==> config.mk <==
export PLATFORM = sky130hd
export DESIGN_NAME = mem_stage
export DESIGN_NICKNAME = d
export VERILOG_FILES = /design/src/mem_pkg.sv /design/src/pipe_pkg.sv /design/src/mem_stage.sv
export SDC_FILE = /design/constraint.sdc
export NUM_CORES = 1
export LEC_CHECK = 0
export BUFFER_PORTS_ARGS = -buffer_cell sky130_fd_sc_hd__buf_2
export CORE_AREA = 5 5 295 297
export CTS_BUF_LIST = sky130_fd_sc_hd__clkbuf_16
export CTS_CLUSTER_SIZE = 10
export DETAILED_ROUTE_END_ITERATION = 8
export DIE_AREA = 0 0 300 302
export GPL_TIMING_DRIVEN = 0
export PLACE_DENSITY_LB_ADDON = 0.15
export SLEW_MARGIN = 10
export SYNTH_ARGS = -nofsm -noshare
export SYNTH_HDL_FRONTEND = slang
export SYNTH_SLANG_ARGS = --single-unit
==> constraint.sdc <==
create_clock -name clk -period 12.34 [get_ports clk]
set_input_delay 3.702 -clock clk [delete_from_list [all_inputs] [get_ports clk]]
set_output_delay 3.702 -clock clk [all_outputs]
set_load 0.02 [all_outputs]
==> src/mem_pkg.sv <==
`default_nettype none

package mem_pkg;

   typedef logic [31:0] addr_t;

   localparam int DC_INDEX_W   = 8;
   localparam int DC_INDEX_LSB = 3;                 // Double-word granularity.
   localparam int DC_DEPTH     = 1 << DC_INDEX_W;
   localparam int DC_DATA_W    = 64;
   localparam int WAIT_W       = 4;

   localparam logic CFG_WAIT_ADDR  = 1'b0;
   localparam logic CFG_LDCNT_ADDR = 1'b1;

   typedef logic [DC_INDEX_W-1:0] dc_index_t;

   typedef struct packed {
      logic                 en;
      addr_t                addr;
      logic [DC_DATA_W-1:0] data;                   // a, zero-extended.
   } dc_wr_t;

   // No tags. The address indexes the RAM directly.
   function automatic dc_index_t dc_index(addr_t addr);
      return addr[DC_INDEX_LSB +: DC_INDEX_W];
   endfunction

endpackage

`default_nettype wire

==> src/pipe_pkg.sv <==
`default_nettype none

package pipe_pkg;

   typedef logic [31:0] eip_t;
   typedef logic [15:0] cs_t;
   typedef logic [31:0] word_t;
   typedef logic [63:0] mmx_t;
   typedef logic [1:0]  size_t;
   typedef logic [2:0]  drid_t;
   typedef logic [2:0]  aluk_t;

   // Bits decoded in ME.
   typedef struct packed {
      logic mem_rd;                   // Load from the data cache.
      logic mux_b;                    // b takes a.
      logic imm_add;                  // sp_xchg gets b added.
      logic mem_wr;
   } me_ctrl_t;

   typedef struct packed {
      logic mem_wr;                   // Store a in WB.
      logic ld_gpr1;
      logic ld_mm;
   } wb_ctrl_t;

   typedef struct packed {
      eip_t     eip;
      cs_t      cs;
      word_t    a;
      word_t    b;
      mmx_t     mm_a;
      mmx_t     mm_b;
      word_t    sp_xchg;
      word_t    rd_addr;
      word_t    wr_addr;
      size_t    dr1_size;
      size_t    dr2_size;
      size_t    mem_size;
      aluk_t    aluk;
      drid_t    drid1;
      drid_t    drid2;
      me_ctrl_t me_ctrl;
      wb_ctrl_t wb_ctrl;
   } me_op_t;

   typedef struct packed {
      eip_t     eip;
      cs_t      cs;
      word_t    a;
      word_t    b;
      mmx_t     mm_a;
      mmx_t     mm_b;
      word_t    sp_xchg;
      word_t    wr_addr;
      size_t    dr1_size;
      size_t    dr2_size;
      size_t    mem_size;
      aluk_t    aluk;
      drid_t    drid1;
      drid_t    drid2;
      wb_ctrl_t wb_ctrl;
   } wb_op_t;

endpackage

`default_nettype wire
==> src/mem_stage.sv <==
`timescale 1ns/10ps
`default_nettype none

module mem_stage
   import pipe_pkg::*;
   import mem_pkg::*;
(
   input  logic      clk,
   input  logic      rst_n,
   input  logic      flush,
   input  logic      op_valid,
   input  me_op_t    op,
   input  mmx_t      dcache_data,
   input  logic      dcache_ready,
   output logic      dcache_en,
   output dc_index_t rd_index,
   output logic      stall,
   output logic      load_done,
   output logic      res_valid,
   output wb_op_t    res
);

   typedef enum logic {ST_IDLE, ST_WAIT} state_t;

   state_t state;
   logic   load;
   logic   done;

   assign load = op_valid & op.me_ctrl.mem_rd;
   assign done = (state == ST_WAIT) & dcache_ready;

   always_ff @(posedge clk or negedge rst_n) begin
      if (!rst_n) begin
         state <= ST_IDLE;
      end else if (flush) begin
         state <= ST_IDLE;            // Late ready is ignored in idle.
      end else if (state == ST_IDLE && load) begin
         state <= ST_WAIT;
      end else if (done) begin
         state <= ST_IDLE;
      end
   end

   assign dcache_en = (state == ST_IDLE) & load;   // One read per load.
   assign rd_index  = dc_index(op.rd_addr);
   assign stall     = dcache_en | ((state == ST_WAIT) & ~dcache_ready);
   assign load_done = done;
   assign res_valid = op_valid & ~stall;

   always_comb begin
      res.eip      = op.eip;
      res.cs       = op.cs;
      res.a        = op.me_ctrl.mem_rd ? dcache_data[31:0] : op.a;
      res.b        = op.me_ctrl.mux_b ? op.a : op.b;
      res.mm_a     = op.me_ctrl.mem_rd ? dcache_data : op.mm_a;
      res.mm_b     = op.mm_b;
      // Wraps at 32 bits.
      res.sp_xchg  = op.sp_xchg + (op.me_ctrl.imm_add ? op.b : word_t'(0));
      res.wr_addr  = op.wr_addr;
      res.dr1_size = op.dr1_size;
      res.dr2_size = op.dr2_size;
      res.mem_size = op.mem_size;
      res.aluk     = op.aluk;
      res.drid1    = op.drid1;
      res.drid2    = op.drid2;
      res.wb_ctrl  = op.wb_ctrl;
   end

endmodule

`default_nettype wire

After elaboration in Yosys (flattened, before gate mapping). Cells that the tools add are included.

Flip-flop bits (word level): 1. Bits of input ports: 427. Logic and storage cells: 20.

Add/subtract/negate cells: 1. Multiplexer cells: 7. Bitwise operators: 9. Reductions and logical operators: 2.

Operator list (number): 2-to-1 mux 32 bit (3); 2-to-1 mux 64 bit (1); adder 32 bit (1); bitwise AND 1 bit (5); 2-to-1 mux 1 bit (3); NOT 1 bit (3); nonzero test 3 bit (1); logical AND 1 bit (1); OR 1 bit (1).

Depth between registers and ports, before layout.
Depth in word-level cells: 5. Gate-level depth with buffers: 11. Mapped depth without buffers: 10.

Worst setup path after synthesis. No wires, ideal clock.

Kind: input to output. From: in op[4] in the netlist's numbering. To: out res[80] in the netlist's numbering. Arrival time: 6.414 ns. Data required time: 8.638 ns. Path slack: 2.224 ns. Cell stages on the path: 10. Path buffers: 0. Cells stage by stage: and2_1 -> ha_1 -> fa_1 -> a21o_1 -> a221oi_2 -> a211oi_2 -> a21oi_1 -> o221ai_1 -> and3_1 -> a2111oi_1.

RTL lines: start: declaration (RTL line mem_stage.sv:12) `input me_op_t op,`; end: declaration (RTL line mem_stage.sv:20) `output wb_op_t res`.

==> impl_metrics.tcl <==
set metrics [dict create \
    status "finished, final reports clean" \
    synth-simple-area-share 0.1494 \
    syn_inst 710 \
    pin_count 761 \
    yosys.area.top_type "buf_4" \
    power.share.sequential 0.008 \
    power.leakage_nw 4.827 \
    dp_slack_ps 856.4 \
    muxShareOfSynthArea 0.1507 \
    ys_top_cells_by_count "170 x buf_4, 78 x o21ai_0, 72 x inv_1" \
    fmax_mhz 89.72 \
    worstMarginPinSlew_ps 1112 \
    hold_viol_final 0 \
    grt_pass1_vias 7204 \
    grt_pass1_wl_um 51350 \
    grt_max_degree 11 \
    ir_worst_vdd_v 0.00001189 \
    viasPerCell 2.928 \
    hp-class "reg -> reg" \
    fin_crit_sh 0.9032 \
    async_flop_share 1.000 \
    combPwrFrac 0.992 \
    io_buffers 564 \
    dr.pass1.iters 4 \
    largest_register "state" \
    drcViolationCount 0 \
    fillerInstances 9979 \
    post_cts_resized 0 \
    rsz0062_at_grt "no" \
    yosysTopAreaCellShare 0.2669 \
    ctsHoldBuffers 0 \
    slew_violations 0 \
    dpl.cell_count 2364 \
    p_sw_frac 0.6049 \
    largest_register_ffs 1 \
    grt_antenna_before_repair 16 \
    first_iter_violations 265 \
    synth_compound_area_frac 0.2198 \
    crit_path_end_kind "primary output" \
    cp.required_ps 8640 \
    slew_headroom 0.2589 \
    finalNetCount 1735 \
    layout.cells.non_filler 2369 \
    gp_congestion 0.8250 \
    rows 107 \
    pwr_density_cell_mw_per_mm2 50.18 \
    syn_area_per_cell_um2 6.734 \
    worstSkewPairLatency_ps 0 \
    arrival_ps 7440 \
    period_needed_ps 11150 \
    fin_ws_ps 1195 \
    initial_utilization 0.05668 \
    die_w_um 300 \
    postRouteAntennaNets 0 \
    yosys-top-cells-area "buf_4 27%, mux2_2 15%, o21ai_0 8.2%" \
    die_h_um 302 \
    fin_area_mm2 0.008981 \
    placed_area_mm2 0.008969 \
    grt.overflow.total 0 \
    synth_warnings 0 \
    setup_viol 0 \
    synth_top_family_by_area "buffers and inverters" \
    largestRegisters "state: 1 flops" \
    totalWireLength_um 39240 \
    path_class "in -> out" \
    syn_nets 1169 \
    synthMostInstantiatedCell "buf_4" \
    fin_tns_setup_ps 0 \
    timing.critical_path.from_type "primary input" \
    synth_flop_cell "dfrtp_1" \
    p_int_mw 0.1781 \
    drive_gt1_frac 0.6311 \
    wl_per_cell_um 16.56 \
    power_switching_mw 0.2726 \
    yosysSeqAreaShare 0.005234 \
    synthAdderAreaFrac 0.08532 \
    synth_edf_count 0 \
    grt.total_usage 0.07753 \
    fin_worst_skew_ps 0 \
    synth.distinct_cells 50 \
    synth_area_mm2 0.004781 \
    post_cts_buffers 0 \
    ff2ff_setup_slack_ps 11400 \
    dp_hpwl_um 36390 \
    dieArea_mm2 0.09060 \
    synth-seq-cells 1 \
    num_vias 6937 \
    clockPowerShare 0 \
    path_max_fanout 10 \
    synthXorXnorAreaFrac 0.04397 \
    clk_pin_slew_ps 0 \
    cap_violations 0 \
    core_mm2 0.08434 \
    area_delta_synth_final_pct 87.86 \
]
## kinds of logic after synthesis
| group | count (synthesis) |
|---|---|
| flops | 1 |
| xor+xnor | 24 |
| simple gates | 145 |
| fa+ha+maj | 32 |
| compound gates | 174 |
| buf+inv | 270 |
| mux | 64 |
## metrics by stage
step                      power (mW)    util  hold WS [ps]
after floorplan               0.2717       -         517.7
after global placement        0.4669  0.1063         552.9
after detailed placement      0.4636  0.1063         575.8
after CTS                     0.4655  0.1063         575.4
after global routing          0.4908  0.1064         607.8
final                         0.4506  0.1065         574.9
## cell usage in the layout, fill, tap and decap left out, types with 2 or more instances in the layout
cell       synthesis  layout
nor2b_1            3       3
xnor2_1           12      12
o211ai_1           2       2
a31oi_1            5       5
o21bai_1           3       3
a21oi_1           37      37
diode_2            0       5
buf_1              3       3
clkbuf_1          25      24
o21a_1             7       7
o21ai_1            2       2
buf_2              0     564
nand2_1           52      52
o21ai_0           78      78
ha_1              31      31
xor2_1            12      12
nand3_1           11      11
mux2_2            64      64
nor2_1            17      17
and3_1             7       7
nor3_1            11      11
a211oi_1           4       4
and2_1            34      34
buf_4            170     170
a21o_1            19      19
inv_1             72      72
a2111oi_0          2       2
nand4_1            3       3
## critical path, stage by stage
cell	delay (ps)
buf_2	200
clkbuf_1	260
and2_1	230
fa_1	430
a21o_1	230
a221oi_2	550
a211oi_2	250
a21oi_1	410
o221ai_1	360
and3_1	280
a2111oi_1	260
buf_2	260
## final timing paths
kind	endpoint	startpoint	cells past startpoint
hold reg to reg	state	state	2
min in group asynchronous	state	rst_n	1
hold / removal	state	state	2
max in group asynchronous	state	rst_n	1
setup / recovery	res[80]	op[4]	12
setup reg to reg	state	state	3
## cell type report
cell class                      instances  area, um^2  area share
Inverter                               72       270.3     0.03009
Antenna cell                            5       12.51    0.001393
Multi-Input combinational cell        439        3104      0.3456
Timing Repair Buffer                  564        2823      0.3143
Tap cell                             1090        1364      0.1519
Sequential cell                         1       25.02    0.002786
Buffer                                198        1383      0.1539
## power by group through the flow
stage                 Clock (mW)  Combinational [mW]  Sequential (mW)
finish              0.0000000546               0.447          0.00363
global route        0.0000000326               0.487          0.00364
CTS                            0               0.462          0.00363
detailed placement             0               0.460          0.00363
global placement               0               0.463          0.00362
floorplan                      0               0.268          0.00359
## routing by layer
layer | global-route usage | vias to the layer above | routed length [um]
met5 | 0 | - | 46
met4 | 0.01383 | 8 | 753
li1 | - | 3364 | -
met1 | 0.08540 | 3100 | 14300
met2 | 0.1501 | 432 | 20350
met3 | 0.02074 | 33 | 3787
(Power assumes the default switching activity.)
