--- src/mem_pkg.sv ---
`default_nettype none

package mem_pkg;

   typedef logic [31:0] addr_t;

   localparam int DC_INDEX_W   = 8;
   localparam int DC_INDEX_LSB = 3;                 // Double-word granularity.
   localparam int DC_DEPTH     = 1 << DC_INDEX_W;
   localparam int DC_DATA_W    = 64;
   localparam int WAIT_W       = 4;

   localparam logic CFG_WAIT_ADDR  = 1'b0;
   localparam logic CFG_LDCNT_ADDR = 1'b1;

   typedef logic [DC_INDEX_W-1:0] dc_index_t;

   typedef struct packed {
      logic                 en;
      addr_t                addr;
      logic [DC_DATA_W-1:0] data;                   // a, zero-extended.
   } dc_wr_t;

   // No tags. The address indexes the RAM directly.
   function automatic dc_index_t dc_index(addr_t addr);
      return addr[DC_INDEX_LSB +: DC_INDEX_W];
   endfunction

endpackage

`default_nettype wire

--- src/mem_cfg_regs.sv ---
`timescale 1ns/10ps
`default_nettype none

module mem_cfg_regs
   import mem_pkg::*;
(
   input  logic              clk,
   input  logic              rst_n,
   input  logic              cfg_we,
   input  logic              cfg_addr,
   input  logic [7:0]        cfg_wdata,
   input  logic              load_done,
   output logic [7:0]        cfg_rdata,
   output logic [WAIT_W-1:0] wait_states
);

   logic [7:0] load_cnt;

   always_ff @(posedge clk or negedge rst_n) begin
      if (!rst_n) begin
         wait_states <= '0;
         load_cnt    <= '0;
      end else begin
         if (cfg_we && cfg_addr == CFG_WAIT_ADDR) begin
            wait_states <= cfg_wdata[WAIT_W-1:0];
         end
         if (load_done) begin
            load_cnt <= load_cnt + 1'b1;  // Wraps.
         end
      end
   end

   always_comb begin
      case (cfg_addr)
         CFG_WAIT_ADDR:  cfg_rdata = 8'(wait_states);
         CFG_LDCNT_ADDR: cfg_rdata = load_cnt;
         default:        cfg_rdata = '0;
      endcase
   end

endmodule

`default_nettype wire

--- config.mk ---
export PLATFORM = sky130hd
export DESIGN_NAME = mem_cfg_regs
export DESIGN_NICKNAME = d
export VERILOG_FILES = /design/src/mem_pkg.sv /design/src/mem_cfg_regs.sv
export SDC_FILE = /design/constraint.sdc
export NUM_CORES = 1
export LEC_CHECK = 0
export BUFFER_PORTS_ARGS = -buffer_cell sky130_fd_sc_hd__buf_2
export CORE_AREA = 2 2 39 41
export CTS_BUF_LIST = sky130_fd_sc_hd__clkbuf_4
export DETAILED_ROUTE_END_ITERATION = 10
export DIE_AREA = 0 0 41 43
export MAX_ROUTING_LAYER = met4
export PLACE_DENSITY = 0.74
export SETUP_SLACK_MARGIN = 0.4
export SYNTH_ARGS = -nofsm -noshare
export SYNTH_HDL_FRONTEND = slang
export SYNTH_SLANG_ARGS = --single-unit
--- constraint.sdc ---
create_clock -name clk -period 1.3 [get_ports clk]
set_input_delay 0.195 -clock clk [delete_from_list [all_inputs] [get_ports clk]]
set_output_delay 0.195 -clock clk [all_outputs]
set_load 0.01 [all_outputs]
# Word-level counts from Yosys, hierarchy flattened
# Cells that the tools add are included.
# op_classes
addsub,1
mux,1
bitwise,1
reduce_logical,1
# op_table
cell,count
$pmux W8 S2,1
$add A8 B1 Y8 const B,1
$logic_and A1 B1 Y1,1
$not A1 Y1,1
# totals
regBits,12
input_bits,13
out_inout_bits,12

# Longest topological paths before layout
# Gate-level depths: netlist of run 1.
# depth
depth_word,2
depth_mapped,4
depth_no_buf,4

# Worst setup path before layout of run 1
# No wires, ideal clock.
# synth_timing
kind,reg-to-reg
from,register load_cnt[0]
to,register load_cnt[1]
setup_ns,0.125
arrival_time_ns,0.941
required_time_ns,1.175
setup_slack_ns,0.234
stages_incl_launch_ff,3
n_path_buf,0
synth_period_minus_slack_ns,1.066
cell_sequence,dfrtp_1 ha_1 mux2_2
# synth_via
elab_chain_cells,1
# synth_lines
element,line_no,text
"start, declared",mem_cfg_regs.sv:17,logic [7:0] load_cnt;
"start signal, assigned",mem_cfg_regs.sv:28,load_cnt <= load_cnt + 1'b1;
$add A8 B1 Y8,mem_cfg_regs.sv:28,
# Every way passes these cells.
# A chain may end at the register's enable or synchronous reset.

# Worst setup path after layout of run 1
# layout_timing
from,register wait_states[0]
to,output cfg_rdata[0]
# layout_via
elab_chain_cells,1
# layout_lines
element,line_no,text
"start, declared",mem_cfg_regs.sv:14,output logic [WAIT_W-1:0] wait_states
"start signal, assigned",mem_cfg_regs.sv:25,wait_states <= cfg_wdata[WAIT_W-1:0];
$pmux W8 S2,mem_cfg_regs.sv:34,case (cfg_addr)
"end, declared",mem_cfg_regs.sv:13,"output logic [7:0] cfg_rdata,"
# Every way passes these cells.

==> impl_metrics.py, run 1 <==
metrics = {
    "sta": {
        "finalCriticalPeriod_ns": 1.26,
        "grt_setup_unrepaired": "true",
        "finalHoldViolations": 0,
        "setup_ws_ns": 0.0360,
        "final.setup_skew_ns": 0.00230,
        "tightest_slew_ns": 0.276,
        "fmax_mhz": 791,
        "setup_viol": 0,
        "relSlewSlack_pct": 81.6,
        "tns_ns": 0,
        "fin_hold_ws_ns": 0.155,
        "final_max_slew_viol_count": 0,
        "fin_crit_sh_pct": 97.2,
    },
    "yosys": {
        "synth-simple-area-share_pct": 15.9,
        "synth-xor-area-share_pct": 10.7,
        "yosys-mux-area-fraction_pct": 17.6,
        "ys_types": 13,
        "ys_seq_area_share_pct": 52.3,
        "syn_area_per_cell_um2": 13.1,
        "synth-compound-area-share_pct": 0,
        "yosysWarnings": 0,
        "syn_nets": 58,
        "syn_inst": 44,
        "synthAdderAreaFrac_pct": 2.18,
        "yosys_register_bits": 12,
        "synth_top_family_by_area": "multiplexers",
        "synth_area_um2": 574,
    },
    "route": {
        "drtIter0Drc": 4,
        "avgRoutedWirePerCell_um": 13.7,
        "drc": 0,
        "wirelength_um": 1370,
        "via_count": 482,
        "antenna_left": 0,
        "first_pass_iters": 4,
        "via_per_inst": 4.82,
    },
    "worst_setup_path": {
        "r2r_slack_ns": 0.11,
        "path_max_fanout": 2,
        "cp_slowest_stage_delay_ns": 0.40,
        "r2r_cells": 3,
        "crit_chain": "mux2_4, buf_6",
        "r2r_end": "load_cnt[1]",
        "cp.depth": 2,
        "crit_family": "flip-flops",
        "worstPathRequired_ns": 1.11,
        "crit_start": "wait_states[0]",
        "r2r-start": "load_cnt[1]",
        "crit_type": "flop to output port",
        "startpoint_type": "flop",
        "cp.arrival_ns": 1.07,
        "end_kind": "output port",
        "cpMaxStageDelayCell": "dfrtp_1",
        "crit_end": "cfg_rdata[0]",
        "critPathBufInv": 1,
    },
    "pwr": {
        "switching_share_pct": 32.5,
        "seq_power_share_pct": 32.8,
        "p_clk_share_pct": 12.8,
        "power_density_nw_per_um2": 1800,
        "cellLeakagePower_nw": 0.497,
        "vdd_drop_max_mv": 1.09,
        "p_switching_w": 0.000571,
        "comb_power_share_pct": 54.4,
        "internal_power_w": 0.00118,
    },
    "clock_network": {
        "cts_root_buffer": "clkbuf_4",
        "cts_buffers": 3,
        "clk_pin_slew_ns": 0.07,
        "cts_tree": "done",
        "cts_buffer_depth": 2,
        "cts.sink_count": 12,
        "h-tree-depth": 1,
        "clock_latency_ns": 0.26,
    },
    "job": {
        "max-cap-violations": 0,
    },
    "global_route": {
        "grt_pass1_vias": 467,
        "grt_start_max_net_pins": 13,
        "antenna_found_initial": 0,
        "grt_first_pass_wirelength_um": 1990,
        "groute.usage.overall_pct": 17.4,
        "grt-ovfl-total": 0,
    },
    "layout": {
        "layout-drive-gt1-share_pct": 67.9,
        "nNetsFinal": 100,
        "diodes": 0,
        "area_delta_synth_final_pct": 69.5,
    },
    "placed_design": {
        "post-place-ws_ns": 0.199,
        "port_buffers": 20,
        "dpl.hpwl_um": 724,
        "routabilityCongestion": 0.730,
    },
    "die": {
        "die_h_um": 43,
        "core.rowCount": 14,
        "design.core.area_um2": 1380,
        "die_x_um": 41,
        "dieArea_um2": 1760,
        "initial_utilization_pct": 41.5,
        "boundaryPins": 25,
    },
    "outcome": {
        "status": "completed",
    },
    "worst_hold_path": {
        "hp-class": "input port to flop",
    },
}
[worst reg2reg max path, cell delays in order (launching register included)]
cell and delay [ns]:
dfrtp_1 0.40, buf_4 0.16, ha_2 0.26, mux2_2 0.26
[power by group through the flow]
stage	Clock [W]	Sequential [W]	Combinational (W)
after global routing	0.000245	0.000591	0.00102
after floorplan	0	0.000632	0.000297
after detailed placement	0	0.000659	0.000419
after CTS	0.000224	0.000564	0.000822
final	0.000224	0.000575	0.000954
after global placement	0	0.000655	0.000411
[layout by cell type, fill, tap and decap left out, drive strengths merged]
| cell | count |
|---|---|
| xor2 | 4 |
| buf | 37 |
| nand4 | 4 |
| nor2b | 1 |
| mux2 | 9 |
| xnor2 | 3 |
| ha | 1 |
| dlygate4sd3 | 1 |
| nand2 | 2 |
| dfrtp | 12 |
| clkbuf | 3 |
| nor2 | 3 |
| and2 | 4 |
[cell type report]
class / count / area [um2]
fillers: 99 / 410
repair buffers: 38 / 314
clock buffers: 3 / 22.5
flip-flops and latches: 12 / 302
well taps: 16 / 20.0
multi-input cells: 31 / 315
[what timing repair did]
item / CTS / global route
hold buffers: 1 / 0
gates resized for setup: 13 / 9
endpoints found under the hold margin: 12 / 0
pin swaps: 4 / 4
setup endpoints to repair: 18 / 23
setup buffers: 13 / 4
[Yosys cell counts, drive strengths merged]
cell type  count  area (um2)
and2           4        25.0
buf            1        7.51
dfrtp         12         300
ha             1        12.5
mux2           9         101
nand2          2        7.51
nand4          4        31.3
nor2           3        13.8
nor2b          1        13.8
xnor2          3        26.3
xor2           4        35.0
[registers in the layout (all words and copies together) (netlist names)]
register	cells
load_cnt	8
wait_states	4
[kinds of logic after synthesis]
group / after synthesis
XOR/XNOR: 7
buffers and inverters: 1
AND/OR/NAND/NOR: 14
adder cells (fa/ha/maj): 1
flip-flops: 12
multiplexers: 9
[worst min path at each step]
stage                 startpoint        endpoint  slack, ns  cells after the start
global route        cfg_wdata[2]  wait_states[2]       0.15                      2
CTS                 cfg_wdata[2]  wait_states[2]       0.16                      2
detailed placement         rst_n     load_cnt[5]       0.09                      1
finish              cfg_wdata[2]  wait_states[2]       0.16                      2
global placement           rst_n     load_cnt[5]       0.08                      1
floorplan                  rst_n     load_cnt[0]      -0.10                      0
[routing by layer]
metal	GRT usage, %	vias up	share of wire, %
li1	-	229	-
met1	20.7	228	41
met2	28.1	23	52
met3	3.14	2	7.1
met4	6.00	0	0.44
met5	-	-	0
[stage by stage]
stage	area [um2]	instances	utilization [%]	power, W
2_1_floorplan	604	44	-	0.000929
3_3_place_gp	709	79	51.3	0.00107
3_5_place_dp	709	79	51.3	0.00108
4_1_cts	908	96	65.6	0.00161
5_1_grt	973	100	70.3	0.00186
6_report	973	100	70.3	0.00175
Power figures use the tool's default switching activity.
==> inputs of run 2 (changes only) <==
clock period = 1.35 ns   (was 1.3 ns; I/O delays follow)
==> run 2 against run 1 <==
Combinational power fell by 1%. Clock power decreased by 6%. Setup slack improved by 0.046 ns. Die area is the same. Core utilization fell by 1.9 points. Hold slack improved by 0.0096 ns. Register-to-register slack better by 0.10 ns. Critical path depth unchanged. Critical endpoint is now cfg_rdata[3]. Largest power group unchanged.
==> impl_metrics.py, run 2 (same netlist as run 1, synthesis figures left out) <==
metrics = {
    "sta": {
        "fmax_mhz": 789,
        "final_max_slew_viol_count": 0,
        "fin_crit_sh_pct": 93.9,
        "tightest_slew_ns": 0.272,
        "setup_ws_ns": 0.0821,
        "finalCriticalPeriod_ns": 1.27,
        "setup_viol": 0,
        "finalHoldViolations": 0,
        "grt_setup_unrepaired": "true",
        "tns_ns": 0,
        "final.setup_skew_ns": 0.00433,
        "relSlewSlack_pct": 81.9,
    },
    "layout": {
        "mostFrequentLayoutCell": "buf_6",
        "largest_reg_flops": 8,
        "fin_util_pct": 68.4,
        "regArea_um2": 303,
        "top_register": "load_cnt",
        "diodes": 0,
        "multi_input_area_um2": 314,
        "stdcell_area_um2": 947,
        "final_cell_mix": "buf_6, buf_2, dfrtp_1",
        "top_regs": "load_cnt (8), wait_states (4)",
        "nFillCells": 105,
        "area_delta_synth_final_pct": 64.9,
        "nNetsFinal": 97,
        "layout-drive-gt1-share_pct": 69.1,
    },
    "route": {
        "avgRoutedWirePerCell_um": 13.6,
        "via_count": 471,
        "first_pass_iters": 4,
        "antenna_left": 0,
        "via_per_inst": 4.86,
        "wirelength_um": 1320,
        "drc": 0,
        "drtIter0Drc": 7,
    },
    "clock_network": {
        "cts.sink_count": 12,
        "cts_tree": "done",
        "h-tree-depth": 1,
        "cts_buffers": 3,
        "clk_pin_slew_ns": 0.07,
        "clock_latency_ns": 0.26,
        "cts_root_buffer": "clkbuf_4",
        "cts_buffer_depth": 2,
    },
    "global_route": {
        "grt_start_max_net_pins": 13,
        "grt-ovfl-total": 0,
        "grt_first_pass_wirelength_um": 2010,
        "antenna_found_initial": 0,
        "grt_pass1_vias": 476,
        "groute.usage.overall_pct": 17.2,
    },
    "placed_design": {
        "port_buffers": 20,
        "place_area_um2": 694,
        "routabilityCongestion": 0.713,
        "post-place-ws_ns": 0.235,
    },
    "die": {
        "initial_utilization_pct": 41.5,
        "design.core.area_um2": 1380,
        "die_h_um": 43,
        "die_x_um": 41,
        "core.rowCount": 14,
        "boundaryPins": 25,
        "dieArea_um2": 1760,
    },
    "worst_hold_path": {
        "hold_depth": 2,
        "hp-class": "input port to flop",
        "min_to": "wait_states[2]",
        "hold_start": "cfg_wdata[2]",
    },
    "pwr": {
        "power_density_nw_per_um2": 1810,
        "finalPower_w": 0.00172,
        "seq_power_share_pct": 32.8,
        "p_switching_w": 0.000563,
        "p_clk_share_pct": 12.3,
        "switching_share_pct": 32.8,
        "internal_power_w": 0.00115,
        "vdd_drop_max_mv": 0.850,
        "comb_power_share_pct": 54.9,
        "cellLeakagePower_nw": 0.483,
    },
    "worst_setup_path": {
        "r2r_slack_ns": 0.21,
        "r2r_end": "load_cnt[1]",
        "path_max_fanout": 2,
        "crit_type": "flop to output port",
        "r2r_cells": 3,
        "worstPathRequired_ns": 1.15,
        "cp.arrival_ns": 1.07,
        "crit_start": "load_cnt[3]",
        "startpoint_type": "flop",
        "end_kind": "output port",
        "r2r-start": "load_cnt[0]",
    },
    "job": {
        "max-cap-violations": 0,
    },
    "outcome": {
        "status": "completed",
    },
}
[run 2: changes by cell type in the layout (fill, tap and decap cells not counted), sizes merged]
cell  previous run  this run
buf             37        34
[run 2: power by group through the flow]
stage	Clock [W]	Combinational [W]	Sequential (W)
6_report	0.000211	0.000942	0.000563
5_1_grt	0.000226	0.00100	0.000578
4_1_cts	0.000216	0.000794	0.000556
3_5_place_dp	0	0.000394	0.000640
3_3_place_gp	0	0.000383	0.000634
2_1_floorplan	0	0.000272	0.000608
[run 2: cell type report]
cell class	count	area share [%]
Tap cell	16	2.11
Multi-Input combinational cell	31	33.2
Timing Repair Buffer	35	30.4
Clock buffer	3	2.38
Sequential cell	12	32.0
[run 2: worst max path at each step]
stage,end
floorplan,load_cnt[1]
global placement,load_cnt[1]
detailed placement,load_cnt[1]
CTS,cfg_rdata[0]
global route,cfg_rdata[1]
finish,cfg_rdata[3]
[run 2: metrics by stage]
step                      hold WS [ns]  cells
after floorplan                -0.0931     44
after global placement          0.0928     79
after detailed placement        0.0945     79
after CTS                        0.162     93
after global routing             0.161     97
final                            0.165     97
[run 2: worst max-delay path, stage by stage (launching register included)]
cell and delay (ns):
dfrtp_1 0.41, mux2_4 0.27, buf_6 0.12
[run 2: per-layer routing]
layer	part of all wire [%]	wire length [um]	GRT usage, %	vias up
met4	0.76	10	8.00	0
met3	4.7	62	3.14	2
met2	51	674	25.3	16
met1	44	576	22.2	227
li1	-	-	-	226
met5	0	0	-	-
[run 2: what timing repair did]
| item | CTS | global route |
|---|---|---|
| buffers inserted | 10 | 4 |
| pin swaps | 2 | 3 |
| hold endpoints to repair | 12 | 0 |
| cloned | 0 | 0 |
| setup endpoints to repair | 17 | 18 |
| hold buffers | 1 | 0 |
| resized for setup | 16 | 8 |
==> inputs of run 3 (changes only) <==
REMOVE_ABC_BUFFERS = 1   (was default)
==> run 3 against run 2 <==
Sequential power down 1%. Combinational power up 14%. Largest cell class unchanged. Largest power group unchanged. Setup slack better by 0.0045 ns. Total power up 6.6%. Fmax up 0.36%. Non-clock buffer count up 3. Critical path depth unchanged. Cell count up 3.1%. Critical path type unchanged. Cell area up 5.0%. Global-route usage up 0.82 points.
==> impl_metrics.py, run 3 (same netlist as run 1, synthesis figures left out) <==
metrics = {
    "outcome": {
        "status": "completed",
    },
    "layout": {
        "fin_util_pct": 71.9,
        "nNetsFinal": 100,
        "fin_cells": 100,
        "area_delta_synth_final_pct": 73.2,
        "final_cell_mix": "buf_6, buf_2, dfrtp_1, buf_4, mux2_4",
        "top_register": "load_cnt",
        "diodes": 0,
        "top_regs": "load_cnt (8), wait_states (4)",
        "layout-drive-gt1-share_pct": 70.2,
        "nFillCells": 102,
        "largest_reg_flops": 8,
        "mostFrequentLayoutCell": "buf_6",
    },
    "placed_design": {
        "port_buffers": 20,
        "routabilityCongestion": 0.716,
        "dp_cells": 79,
        "dpl.hpwl_um": 763,
        "post-place-ws_ns": 0.235,
    },
    "route": {
        "drtIter0Drc": 2,
        "via_per_inst": 4.87,
        "antenna_left": 0,
        "drc": 0,
        "via_count": 487,
        "wirelength_um": 1390,
        "first_pass_iters": 2,
        "avgRoutedWirePerCell_um": 13.9,
    },
    "die": {
        "die_x_um": 41,
        "boundaryPins": 25,
        "design.core.area_um2": 1380,
        "core.rowCount": 14,
        "initial_utilization_pct": 41.5,
        "die_h_um": 43,
        "dieArea_um2": 1760,
    },
    "global_route": {
        "grt_first_pass_wirelength_um": 2080,
        "grt_pass1_vias": 479,
        "antenna_found_initial": 0,
        "groute.usage.overall_pct": 18.0,
        "grt_start_max_net_pins": 13,
        "grt-ovfl-total": 0,
    },
    "pwr": {
        "switching_share_pct": 32.7,
        "finalPower_w": 0.00183,
        "vdd_drop_max_mv": 1.25,
        "power_density_nw_per_um2": 1840,
        "seq_power_share_pct": 30.3,
        "internal_power_w": 0.00123,
        "comb_power_share_pct": 58.3,
        "p_clk_share_pct": 11.4,
        "p_switching_w": 0.000597,
        "cellLeakagePower_nw": 0.503,
    },
    "worst_setup_path": {
        "end_kind": "output port",
        "worstPathRequired_ns": 1.15,
        "path_max_fanout": 2,
        "cp.arrival_ns": 1.06,
        "startpoint_type": "flop",
        "crit_type": "flop to output port",
    },
    "sta": {
        "finalHoldViolations": 0,
        "relSlewSlack_pct": 80.8,
        "tightest_slew_ns": 0.288,
        "final.setup_skew_ns": 0.00110,
        "fmax_mhz": 791,
        "setup_ws_ns": 0.0866,
        "finalCriticalPeriod_ns": 1.26,
        "final_max_slew_viol_count": 0,
        "tns_ns": 0,
        "setup_viol": 0,
        "fin_crit_sh_pct": 93.6,
        "grt_setup_unrepaired": "true",
    },
    "clock_network": {
        "cts_buffers": 3,
        "cts_buffer_depth": 2,
        "h-tree-depth": 1,
        "clk_pin_slew_ns": 0.07,
        "cts_tree": "done",
        "clock_latency_ns": 0.26,
        "cts_root_buffer": "clkbuf_4",
        "cts.sink_count": 12,
    },
    "job": {
        "max-cap-violations": 0,
    },
    "worst_hold_path": {
        "hp-class": "input port to flop",
    },
}
-- run 3: final cells by class --
type | count | area, um2 | area share (%)
Clock buffer | 3 | 22.5 | 2.26
Sequential cell | 12 | 302 | 30.3
Tap cell | 16 | 20.0 | 2.01
Multi-Input combinational cell | 31 | 334 | 33.6
Timing Repair Buffer | 38 | 317 | 31.8
-- run 3: metal layers --
metal / vias to the layer above / track usage (%) / routed length (um)
li1: 232 / - / -
met1: 236 / 22.8 / 548
met2: 15 / 27.2 / 751
met3: 4 / 4.71 / 59
met4: 0 / 6.00 / 26
met5: - / - / 0
-- run 3: power by group through the flow --
stage | Combinational, W | Sequential (W) | Clock [W]
2_1_floorplan | 0.000258 | 0.000607 | 0
3_3_place_gp | 0.000376 | 0.000631 | 0
3_5_place_dp | 0.000385 | 0.000637 | 0
4_1_cts | 0.000745 | 0.000543 | 0.000218
5_1_grt | 0.00115 | 0.000566 | 0.000241
6_report | 0.00107 | 0.000555 | 0.000208
-- run 3: critical path: stages (launching register included) --
cell	delay [ns]
dfrtp_2	0.42
mux2_4	0.27
buf_6	0.12
-- run 3: per-stage QoR --
step	hold WS [ns]	cell area (um2)
CTS	0.161	863
global placement	0.0921	687
finish	0.171	995
global route	0.161	995
detailed placement	0.0977	687
floorplan	-0.0931	567
-- run 3: worst paths after layout --
check,start,end,slack [ns],depth (start not counted)
setup / recovery,load_cnt[0],cfg_rdata[0],0.09,2
hold / removal,cfg_wdata[0],wait_states[0],0.17,2
setup reg to reg,load_cnt[0],load_cnt[1],0.13,4
hold reg to reg,load_cnt[7],load_cnt[7],0.54,2
max in group asynchronous,rst_n,load_cnt[0],0.76,2
min in group asynchronous,rst_n,load_cnt[6],0.35,2
-- run 3: what timing repair did --
action                                  CTS  global route
hold buffers                              1             0
gates resized for setup                  14            18
endpoints found under the setup margin   17            18
setup buffers                            11             6
pin swaps                                 2             3
hold endpoints to repair                 12             0
